### config.mk
export PLATFORM = sky130hd
export DESIGN_NAME = fetch_frontend
export DESIGN_NICKNAME = d
export VERILOG_FILES = /design/src/cpu_types_pkg.sv /design/src/predictor_pkg.sv /design/src/fetch_frontend.sv /design/src/fetch_address_unit.sv /design/src/branch_predictor.sv /design/src/branch_target_buffer.sv /design/src/predictor_unit.sv
export VERILOG_INCLUDE_DIRS = /design/src /design/src/include
export SDC_FILE = /design/constraint.sdc
export NUM_CORES = 2
export LEC_CHECK = 0
export BUFFER_PORTS_ARGS = -buffer_cell sky130_fd_sc_hd__buf_2
export CORE_MARGIN = 1.5
export CORE_UTILIZATION = 31
export CTS_BUF_LIST = sky130_fd_sc_hd__clkbuf_4
export CTS_CLUSTER_SIZE = 25
export DETAILED_ROUTE_END_ITERATION = 6
export SETUP_SLACK_MARGIN = 0.02
export SLEW_MARGIN = 0
export SYNTH_ARGS = -nofsm -noshare
export SYNTH_HDL_FRONTEND = slang
export SYNTH_SLANG_ARGS = --single-unit
### constraint.sdc
create_clock -name clk_i -period 9.6 [get_ports clk_i]
set_input_delay 2.88 -clock clk_i [delete_from_list [all_inputs] [get_ports clk_i]]
set_output_delay 2.88 -clock clk_i [all_outputs]
set_load 0.1 [all_outputs]
### src/include/fetch_consts.svh
`ifndef FETCH_CONSTS_SVH
`define FETCH_CONSTS_SVH

// ----------------------------------------
// Predictor table sizes
// ----------------------------------------

// Number of 2-bit saturating counters in the pattern table
`define PREDICTOR_SIZE 32

// Number of entries in the direct-mapped branch target buffer
`define BTB_SIZE 32

// ----------------------------------------
// Fetch address constants
// ----------------------------------------

// First address fetched after reset
`define RESET_VECTOR 32'h0000_1000

// Every instruction is one 32-bit word, so the fetch address steps by this much
`define INSTR_BYTES 4

`endif
### src/cpu_types_pkg.sv
`default_nettype none

// ----------------------------------------
// Core-wide types
// ----------------------------------------

package cpu_types_pkg;

    // Width of a machine word on this core
    localparam int WORD_BITS = 32;

    // One machine word
    // Used for fetch addresses, branch targets and resolved PCs alike
    typedef logic [WORD_BITS-1:0] data_word_t;

endpackage : cpu_types_pkg

`default_nettype wire

### src/predictor_pkg.sv
`default_nettype none

`include "fetch_consts.svh"

// ----------------------------------------
// Branch predictor types
// ----------------------------------------

package predictor_pkg;

    // Low address bits that only select a byte inside the instruction word
    localparam int OFFSET_BITS = $clog2(`INSTR_BYTES);

    // Address slice widths for the two tables
    localparam int BTB_INDEX_BITS = $clog2(`BTB_SIZE);
    localparam int PHT_INDEX_BITS = $clog2(`PREDICTOR_SIZE);

    // Tag holds every address bit above the BTB index
    localparam int BTB_TAG_BITS = $bits(cpu_types_pkg::data_word_t) - OFFSET_BITS - BTB_INDEX_BITS;

    // The upper bit of the counter state alone tells taken from not taken
    typedef enum logic [1:0] {
        STRONG_NT = 2'b00,
        WEAK_NT   = 2'b01,
        WEAK_T    = 2'b10,
        STRONG_T  = 2'b11
    } counter_state_t;

    typedef logic [BTB_INDEX_BITS-1:0] btb_index_t;
    typedef logic [BTB_TAG_BITS-1:0]   btb_tag_t;
    typedef logic [PHT_INDEX_BITS-1:0] pht_index_t;

endpackage : predictor_pkg

`default_nettype wire

### src/fetch_frontend.sv
`default_nettype none
`timescale 1ns/1ps

module fetch_frontend (
    input  logic                      clk_i,
    input  logic                      reset_i,
    input  logic                      flush_i,
    input  logic                      stall_i,

    // Execute reports one strobe per resolved instruction
    input  logic                      exec_valid_i,
    input  cpu_types_pkg::data_word_t exec_pc_i,
    input  cpu_types_pkg::data_word_t exec_target_i,
    input  logic                      exec_taken_i,
    input  logic                      exec_branch_i,
    input  logic                      exec_jump_i,
    input  logic                      exec_pred_taken_i,
    input  cpu_types_pkg::data_word_t exec_pred_target_i,

    // Fetch address and its prediction
    output cpu_types_pkg::data_word_t fetch_pc_o,
    output cpu_types_pkg::data_word_t predicted_target_o,
    output logic                      prediction_o,
    output logic                      hit_o,
    output logic                      mispredicted_o
);

    // ----------------------------------------
    // Program counter
    // ----------------------------------------

    // The predictor outputs loop straight back into next-address selection
    fetch_address_unit fetch_address_unit_i (
        .clk_i              ( clk_i              ),
        .reset_i            ( reset_i            ),
        .stall_i            ( stall_i            ),
        .prediction_i       ( prediction_o       ),
        .predicted_target_i ( predicted_target_o ),
        .mispredicted_i     ( mispredicted_o     ),
        .exec_taken_i       ( exec_taken_i       ),
        .exec_target_i      ( exec_target_i      ),
        .exec_pc_i          ( exec_pc_i          ),
        .fetch_pc_o         ( fetch_pc_o         )
    );

    // ----------------------------------------
    // Predictor
    // ----------------------------------------

    branch_predictor branch_predictor_i (
        .clk_i              ( clk_i              ),
        .reset_i            ( reset_i            ),
        .flush_i            ( flush_i            ),
        .fetch_pc_i         ( fetch_pc_o         ),
        .exec_valid_i       ( exec_valid_i       ),
        .exec_pc_i          ( exec_pc_i          ),
        .exec_target_i      ( exec_target_i      ),
        .exec_taken_i       ( exec_taken_i       ),
        .exec_branch_i      ( exec_branch_i      ),
        .exec_jump_i        ( exec_jump_i        ),
        .exec_pred_taken_i  ( exec_pred_taken_i  ),
        .exec_pred_target_i ( exec_pred_target_i ),
        .predicted_target_o ( predicted_target_o ),
        .prediction_o       ( prediction_o       ),
        .mispredicted_o     ( mispredicted_o     ),
        .hit_o              ( hit_o              )
    );

endmodule : fetch_frontend

`default_nettype wire

### src/fetch_address_unit.sv
`default_nettype none
`timescale 1ns/1ps

`include "fetch_consts.svh"

module fetch_address_unit (
    input  logic                      clk_i,
    input  logic                      reset_i,
    input  logic                      stall_i,

    // Prediction for the address fetched this cycle
    input  logic                      prediction_i,
    input  cpu_types_pkg::data_word_t predicted_target_i,

    // Correction from execute
    input  logic                      mispredicted_i,
    input  logic                      exec_taken_i,
    input  cpu_types_pkg::data_word_t exec_target_i,
    input  cpu_types_pkg::data_word_t exec_pc_i,

    output cpu_types_pkg::data_word_t fetch_pc_o
);

    import cpu_types_pkg::*;

    data_word_t redirect_pc;
    data_word_t next_pc;

    // ----------------------------------------
    // Next address selection
    // ----------------------------------------

    // Correct path after a misprediction
    // A not-taken branch resumes at the instruction right after it
    assign redirect_pc = exec_taken_i ? exec_target_i : exec_pc_i + `INSTR_BYTES;

    // A redirect must not be lost, so it beats the stall
    always_comb begin
        if (mispredicted_i) begin
            next_pc = redirect_pc;
        end else if (stall_i) begin
            next_pc = fetch_pc_o;
        end else if (prediction_i) begin
            next_pc = predicted_target_i;
        end else begin
            next_pc = fetch_pc_o + `INSTR_BYTES;
        end
    end

    // ----------------------------------------
    // Program counter register
    // ----------------------------------------

    always_ff @(posedge clk_i) begin
        if (reset_i) begin
            fetch_pc_o <= `RESET_VECTOR;
        end else begin
            fetch_pc_o <= next_pc;
        end
    end

    // Targets from the BTB and from execute must keep fetch on word boundaries
    pc_aligned_a: assert property (
        @(posedge clk_i) disable iff (reset_i)
        fetch_pc_o[$clog2(`INSTR_BYTES)-1:0] == '0
    );

endmodule : fetch_address_unit

`default_nettype wire

### src/branch_predictor.sv
`default_nettype none
`timescale 1ns/1ps

`include "fetch_consts.svh"

module branch_predictor #(
    // Number of pattern table counters
    parameter int PREDICTOR_SIZE = `PREDICTOR_SIZE,
    // Number of BTB entries
    parameter int BTB_SIZE       = `BTB_SIZE
) (
    input  logic                      clk_i,
    input  logic                      reset_i,
    input  logic                      flush_i,

    // Address being fetched this cycle
    input  cpu_types_pkg::data_word_t fetch_pc_i,

    // Execute report
    input  logic                      exec_valid_i,
    input  cpu_types_pkg::data_word_t exec_pc_i,
    input  cpu_types_pkg::data_word_t exec_target_i,
    input  logic                      exec_taken_i,
    input  logic                      exec_branch_i,
    input  logic                      exec_jump_i,
    input  logic                      exec_pred_taken_i,
    input  cpu_types_pkg::data_word_t exec_pred_target_i,

    // Prediction for the current fetch address
    output cpu_types_pkg::data_word_t predicted_target_o,
    output logic                      prediction_o,
    output logic                      mispredicted_o,
    output logic                      hit_o
);

    // The jump flag of the matching entry steers the counter bypass
    logic btb_is_jump;

    // ----------------------------------------
    // Branch target buffer
    // ----------------------------------------

    branch_target_buffer #(
        .BTB_SIZE      ( BTB_SIZE           )
    ) branch_target_buffer_i (
        .clk_i         ( clk_i              ),
        .reset_i       ( reset_i            ),
        .flush_i       ( flush_i            ),
        .lookup_pc_i   ( fetch_pc_i         ),
        .exec_valid_i  ( exec_valid_i       ),
        .exec_pc_i     ( exec_pc_i          ),
        .exec_target_i ( exec_target_i      ),
        .exec_taken_i  ( exec_taken_i       ),
        .exec_branch_i ( exec_branch_i      ),
        .exec_jump_i   ( exec_jump_i        ),
        .target_o      ( predicted_target_o ),
        .is_jump_o     ( btb_is_jump        ),
        .hit_o         ( hit_o              )
    );

    // ----------------------------------------
    // Counter table and final decision
    // ----------------------------------------

    predictor_unit #(
        .PREDICTOR_SIZE     ( PREDICTOR_SIZE     )
    ) predictor_unit_i (
        .clk_i              ( clk_i              ),
        .reset_i            ( reset_i            ),
        .lookup_pc_i        ( fetch_pc_i         ),
        .hit_i              ( hit_o              ),
        .is_jump_i          ( btb_is_jump        ),
        .exec_valid_i       ( exec_valid_i       ),
        .exec_pc_i          ( exec_pc_i          ),
        .exec_branch_i      ( exec_branch_i      ),
        .exec_jump_i        ( exec_jump_i        ),
        .exec_taken_i       ( exec_taken_i       ),
        .exec_target_i      ( exec_target_i      ),
        .exec_pred_taken_i  ( exec_pred_taken_i  ),
        .exec_pred_target_i ( exec_pred_target_i ),
        .prediction_o       ( prediction_o       ),
        .mispredicted_o     ( mispredicted_o     )
    );

    // Execute never reports an instruction as both a branch and a jump
    // Both tables would otherwise disagree on how to treat the entry
    branch_or_jump_a: assert property (
        @(posedge clk_i) disable iff (reset_i)
        !(exec_branch_i && exec_jump_i)
    );

endmodule : branch_predictor

`default_nettype wire

### src/branch_target_buffer.sv
`default_nettype none
`timescale 1ns/1ps

`include "fetch_consts.svh"

module branch_target_buffer #(
    parameter int BTB_SIZE = `BTB_SIZE
) (
    input  logic                      clk_i,
    input  logic                      reset_i,
    input  logic                      flush_i,

    // Current fetch address
    input  cpu_types_pkg::data_word_t lookup_pc_i,

    // Resolved instruction from execute
    input  logic                      exec_valid_i,
    input  cpu_types_pkg::data_word_t exec_pc_i,
    input  cpu_types_pkg::data_word_t exec_target_i,
    input  logic                      exec_taken_i,
    input  logic                      exec_branch_i,
    input  logic                      exec_jump_i,

    // Lookup result
    output cpu_types_pkg::data_word_t target_o,
    output logic                      is_jump_o,
    output logic                      hit_o
);

    import cpu_types_pkg::*;
    import predictor_pkg::*;

    // ----------------------------------------
    // Entry storage
    // ----------------------------------------

    // Valid bits are control state, the rest is payload
    logic [BTB_SIZE-1:0] valid_q;
    btb_tag_t            tag_q    [BTB_SIZE];
    data_word_t          target_q [BTB_SIZE];
    logic                jump_q   [BTB_SIZE];

    btb_index_t lookup_idx;
    btb_tag_t   lookup_tag;
    btb_index_t exec_idx;
    btb_tag_t   exec_tag;
    logic       write_en;

    // Index sits right above the byte offset, the tag takes everything above it
    assign lookup_idx = lookup_pc_i[OFFSET_BITS +: $bits(btb_index_t)];
    assign lookup_tag = lookup_pc_i[OFFSET_BITS + $bits(btb_index_t) +: $bits(btb_tag_t)];
    assign exec_idx   = exec_pc_i[OFFSET_BITS +: $bits(btb_index_t)];
    assign exec_tag   = exec_pc_i[OFFSET_BITS + $bits(btb_index_t) +: $bits(btb_tag_t)];

    // ----------------------------------------
    // Lookup
    // ----------------------------------------

    // An invalid entry never hits, whatever its stale tag holds
    assign hit_o     = valid_q[lookup_idx] && (tag_q[lookup_idx] == lookup_tag);
    assign target_o  = target_q[lookup_idx];
    assign is_jump_o = jump_q[lookup_idx];

    // ----------------------------------------
    // Update
    // ----------------------------------------

    // Only taken control transfers are worth caching
    // A not-taken branch simply falls through, which fetch does anyway
    assign write_en = exec_valid_i && (exec_branch_i || exec_jump_i) && exec_taken_i;

    // Flush wins over a write in the same cycle, so the table comes out empty
    always_ff @(posedge clk_i) begin
        if (reset_i || flush_i) begin
            valid_q <= '0;
        end else if (write_en) begin
            valid_q[exec_idx] <= 1'b1;
        end
    end

    // Payload is overwritten in place, the old entry at this index is lost
    always_ff @(posedge clk_i) begin
        if (write_en) begin
            tag_q[exec_idx]    <= exec_tag;
            target_q[exec_idx] <= exec_target_i;
            jump_q[exec_idx]   <= exec_jump_i;
        end
    end

    // After a flush nothing may hit until execute writes a new entry
    no_hit_after_flush_a: assert property (
        @(posedge clk_i) disable iff (reset_i)
        flush_i |=> !hit_o
    );

endmodule : branch_target_buffer

`default_nettype wire

### src/predictor_unit.sv
`default_nettype none
`timescale 1ns/1ps

`include "fetch_consts.svh"

module predictor_unit #(
    parameter int PREDICTOR_SIZE = `PREDICTOR_SIZE
) (
    input  logic                     clk_i,
    input  logic                     reset_i,

    // The BTB drives the lookup side in the same cycle
    input  cpu_types_pkg::data_word_t lookup_pc_i,
    input  logic                     hit_i,
    input  logic                     is_jump_i,

    // Resolved instruction from execute
    input  logic                     exec_valid_i,
    input  cpu_types_pkg::data_word_t exec_pc_i,
    input  logic                     exec_branch_i,
    input  logic                     exec_jump_i,
    input  logic                     exec_taken_i,
    input  cpu_types_pkg::data_word_t exec_target_i,
    input  logic                     exec_pred_taken_i,
    input  cpu_types_pkg::data_word_t exec_pred_target_i,

    output logic                     prediction_o,
    output logic                     mispredicted_o
);

    import predictor_pkg::*;

    // ----------------------------------------
    // Counter table
    // ----------------------------------------

    counter_state_t pht [PREDICTOR_SIZE];

    pht_index_t     lookup_idx;
    pht_index_t     exec_idx;
    counter_state_t lookup_state;
    logic           counter_taken;
    logic           exec_resolved;
    logic           target_wrong;

    // One step of the 2-bit counter, saturating at both ends
    function automatic counter_state_t step_counter(input counter_state_t state,
                                                    input logic taken);
        counter_state_t next_state;
        case (state)
            STRONG_NT: next_state = taken ? WEAK_NT  : STRONG_NT;
            WEAK_NT:   next_state = taken ? WEAK_T   : STRONG_NT;
            WEAK_T:    next_state = taken ? STRONG_T : WEAK_NT;
            STRONG_T:  next_state = taken ? STRONG_T : WEAK_T;
            default:   next_state = WEAK_NT;
        endcase
        return next_state;
    endfunction

    // Both ports index the table with the word address bits right above the byte offset
    assign lookup_idx = lookup_pc_i[OFFSET_BITS +: $bits(pht_index_t)];
    assign exec_idx   = exec_pc_i[OFFSET_BITS +: $bits(pht_index_t)];

    // ----------------------------------------
    // Final prediction
    // ----------------------------------------

    assign lookup_state  = pht[lookup_idx];
    assign counter_taken = (lookup_state == WEAK_T) || (lookup_state == STRONG_T);

    // Jumps are always taken once known, branches follow their counter
    assign prediction_o = hit_i && (is_jump_i || counter_taken);

    // ----------------------------------------
    // Misprediction detection
    // ----------------------------------------

    assign exec_resolved = exec_valid_i && (exec_branch_i || exec_jump_i);

    // A right taken guess can still send fetch to the wrong place
    assign target_wrong = exec_pred_taken_i && exec_taken_i &&
                          (exec_pred_target_i != exec_target_i);

    assign mispredicted_o = exec_resolved &&
                            ((exec_pred_taken_i != exec_taken_i) || target_wrong);

    // Counters start weakly not taken so a single taken report flips them
    // Only conditional branches train the table
    always_ff @(posedge clk_i) begin
        if (reset_i) begin
            for (int i = 0; i < PREDICTOR_SIZE; i++) begin
                pht[i] <= WEAK_NT;
            end
        end else if (exec_valid_i && exec_branch_i) begin
            pht[exec_idx] <= step_counter(pht[exec_idx], exec_taken_i);
        end
    end

    // Fetch is only redirected while execute presents a resolved instruction
    mispredict_needs_exec_a: assert property (
        @(posedge clk_i) disable iff (reset_i)
        mispredicted_o |-> exec_valid_i
    );

endmodule : predictor_unit

`default_nettype wire

==> impl_metrics.csv <==
group,metric,value,unit
status,status,"completed",
yosys,synth_top_family_by_area,"multiplexers",
timing,period_share,97.2,%
die,dieArea,0.257,mm²
yosys,yosysTopAreaCell,"edfxtp_1",
die,initial_utilization,31.3,%
routing,drt_iter0_drc,5965,
yosys,synth_xor_area_share,0.889,%
routing,drc,0,
clocking,cts_max_level,5,
clocking,cts_hold_buf,0,
clocking,cts_buffer_depth,4,
worst_setup_path,cp_data_arrival_time,6450,ps
yosys,yosysTopAreaCellShare,73.2,%
yosys,synth-compound-area-share,2.99,%
die,core,0.252,mm²
routing,top_layer,"met5",
power,ir_worst_vdd,130,µV
clocking,post_cts_buffers,0,
clocking,cts-root-buf,"clkbuf_4",
clocking,numCtsBuffers,497,
routing,avgRoutedWirePerCell,30.0,µm
worst_setup_path,worstSetupPathType,"flop to output pin",
die,io_pins,172,
power,p_leak,28.3,nW
clocking,clkSinkCount,1989,
clocking,clk_pin_slew,70,ps
placement,port_buffers,171,
yosys,synthSimpleGateAreaFrac,3.61,%
placement,globalplace.congestion,0.856,
yosys,synth_nets,4006,
timing,hold_ws,466,ps
die,die_h,507,µm
layout,area_delta_synth_final,14.8,%
yosys,yosys-top-cells-area,"edfxtp_1, mux4_2, dfxtp_1",
layout,layout_commonest_cell,"edfxtp_1",
yosys,postSynthAreaPerCell,20.2,µm²
min_path,hold_class,"flop to flop",
timing,maxSlewViolCount,0,
die,num_rows,184,
yosys,yosysSeqAreaShare,74.9,%
yosys,synth_cells,3895,
routing,viasPerCell,5.41,
power,p_total,18.5,mW
routing,first_pass_iters,5,
worst_setup_path,slowest_delay,920,ps
yosys,async_flop_share,0,%
clocking,tritoncts,"built",
worst_setup_path,path_delay_family,"buffers and inverters",
timing,fin_crit,9330,ps
layout,fill_cells,23500,
worst_setup_path,cp_cell_sequence,"buf_12, buf_4, buf_4, mux4_2, mux4_2, nand2_1, nand2_1, buf_2",
die,die_x,507,µm
worst_setup_path,required,6720,ps
layout,final_net_count,4587,
worst_setup_path,cp_max_fo,141,
worst_setup_path,cp_num_buf_inv,4,
yosys,ys_types,69,
clocking,cts_resized,0,
layout,most-common-layout-cells,"edfxtp_1, clkbuf_4, mux4_2",
power,powerDensity,205,mW/mm²
routing,wl_met3,22.5,mm
yosys,yosys_warnings,0,
placement,hpwl,141,mm
clocking,clock_latency,1430,ps
job,maxCapViolations,0,
yosys,synth.area.mux_share,16.2,%
yosys,synth_edf_count,1920,
global_routing,antenna_found_initial,33,
worst_setup_path,worst_setup_path_end_kind,"output pin",
yosys,ys_ff_latch,1989,
global_routing,grt_max_degree,142,
routing,wl,245,mm
yosys,ys.flop_type,"edfxtp_1",
timing,skew,144,ps
worst_setup_path,cp_slowest_cell,"dfxtp_4",
global_routing,grt_first_pass_wirelength,341,mm
routing,wl_met2,116,mm
global_routing,grt_usage,18.8,%
yosys,syn_area,0.0788,mm²
timing,hold_viol,0,
yosys,synth_fa_ha_area_share,0.121,%
timing,slew_headroom,5.33,%
timing,worst_slew_pin_slew,1420,ps
routing,ant_nets,0,
layout,regArea,0.0591,mm²
routing,drt-met1-wl,96.0,mm
layout,layout-drive-gt1-share,34.6,%
layout,fin_area,0.0905,mm²
layout,multiInputGateArea,0.0190,mm²
global_routing,grt_pass1_vias,44200,
routing,vias,44200,
placement,dpl_cell_area,0.0844,mm²
global_routing,grt_overflow_total,0,
timing,fmax,107,MHz
timing,setup_viol,0,
worst_setup_path,startpoint_type,"flop",
state kept, by name, indices dropped and copies added (netlist names), named ones only:
signal                                              count
branch_predictor_i.branch_target_buffer_i.jump_q       32
branch_predictor_i.branch_target_buffer_i.tag_q       800
branch_predictor_i.branch_target_buffer_i.target_q   1024
branch_predictor_i.branch_target_buffer_i.valid_q      32
branch_predictor_i.predictor_unit_i.pht                64
fetch_address_unit_i.fetch_pc_o                        32
worst reg2reg max path: cells and delay by family, from the launching register on:
kind	cells	cell delay, ps
compound gates	3	810
xor+xnor	1	190
buf+inv	4	1780
flops	1	920
mux	2	680
simple gates	4	1250
metrics by stage:
step | instances | TNS [ps] | setup slack [ps] | utilization, %
2_1_floorplan | 3895 | 0 | 49.7 | -
3_3_place_gp | 7326 | 0 | 841 | 33.5
3_5_place_dp | 7326 | 0 | 911 | 33.5
4_1_cts | 8156 | 0 | 131 | 35.9
5_1_grt | 8165 | -8.62 | -8.62 | 35.9
6_report | 8171 | 0 | 272 | 35.9
path summary, 6_finish.rpt:
kind                            start               endpoint  slack, ps  cells past startpoint
worst max-delay path             flop  predicted_target_o[6]        270                      8
worst min-delay path             flop                   flop        470                      1
worst max register to register   flop                   flop       3770                     14
worst min register to register   flop                   flop        470                      1
metal layers:
layer / vias to the layer above / track usage (%)
met3: 465 / 3.84
met4: 6 / 8.19
li1: 17700 / -
met5: - / 0
met1: 23500 / 25.1
met2: 2510 / 29.8
power by group:
part | total (mW) | internal [mW] | switching (mW) | leakage (nW)
sequential | 9.65 | 9.57 | 0.0857 | 17.8
combinational | 2.01 | 0.673 | 1.34 | 6.88
clock | 6.87 | 3.55 | 3.33 | 3.59
Yosys cell counts (all sizes together) (8+ instances only):
cell type and n:
o2bb2ai 8, a31oi 12, and2 10, mux2i 81, clkbuf 115, o21a 33, xnor2 53, nand4 49
nor2b 20, a211oi 19, dfxtp 69, buf 115, inv 13, nand2 222, nor2 118, a32oi 12
a221oi 12, mux4 511, nor3 60, o21ai 31, nand3 39, or2 12, edfxtp 1920, and3 19
mux2 38, a2111oi 8, nor4 16, nand2b 8, o22ai 46, xor2 27, o21bai 27, a21oi 70
a22oi 16
cells by family (layout without fill, tap and decap cells):
kind of cell | count (synthesis) | after routing
AO/OA/AOI/OAI | 342 | 342
XOR/XNOR | 80 | 80
adder cells (fa/ha/maj) | 8 | 8
buffers and inverters | 246 | 1158
flip-flops | 1989 | 1989
multiplexers | 630 | 630
other | 0 | 16
AND/OR/NAND/NOR | 600 | 600
area by class of cell:
class | instances | share of cell area, %
clock inverter | 98 | 0.544
timing repair buffer | 312 | 2.35
inverter | 16 | 0.0719
antenna | 16 | 0.0443
multi-input combinational | 1660 | 21.0
tap | 3348 | 4.63
clock buffer | 732 | 6.07
sequential | 1989 | 65.3
Note: power is estimated with default switching activity, not from simulation.
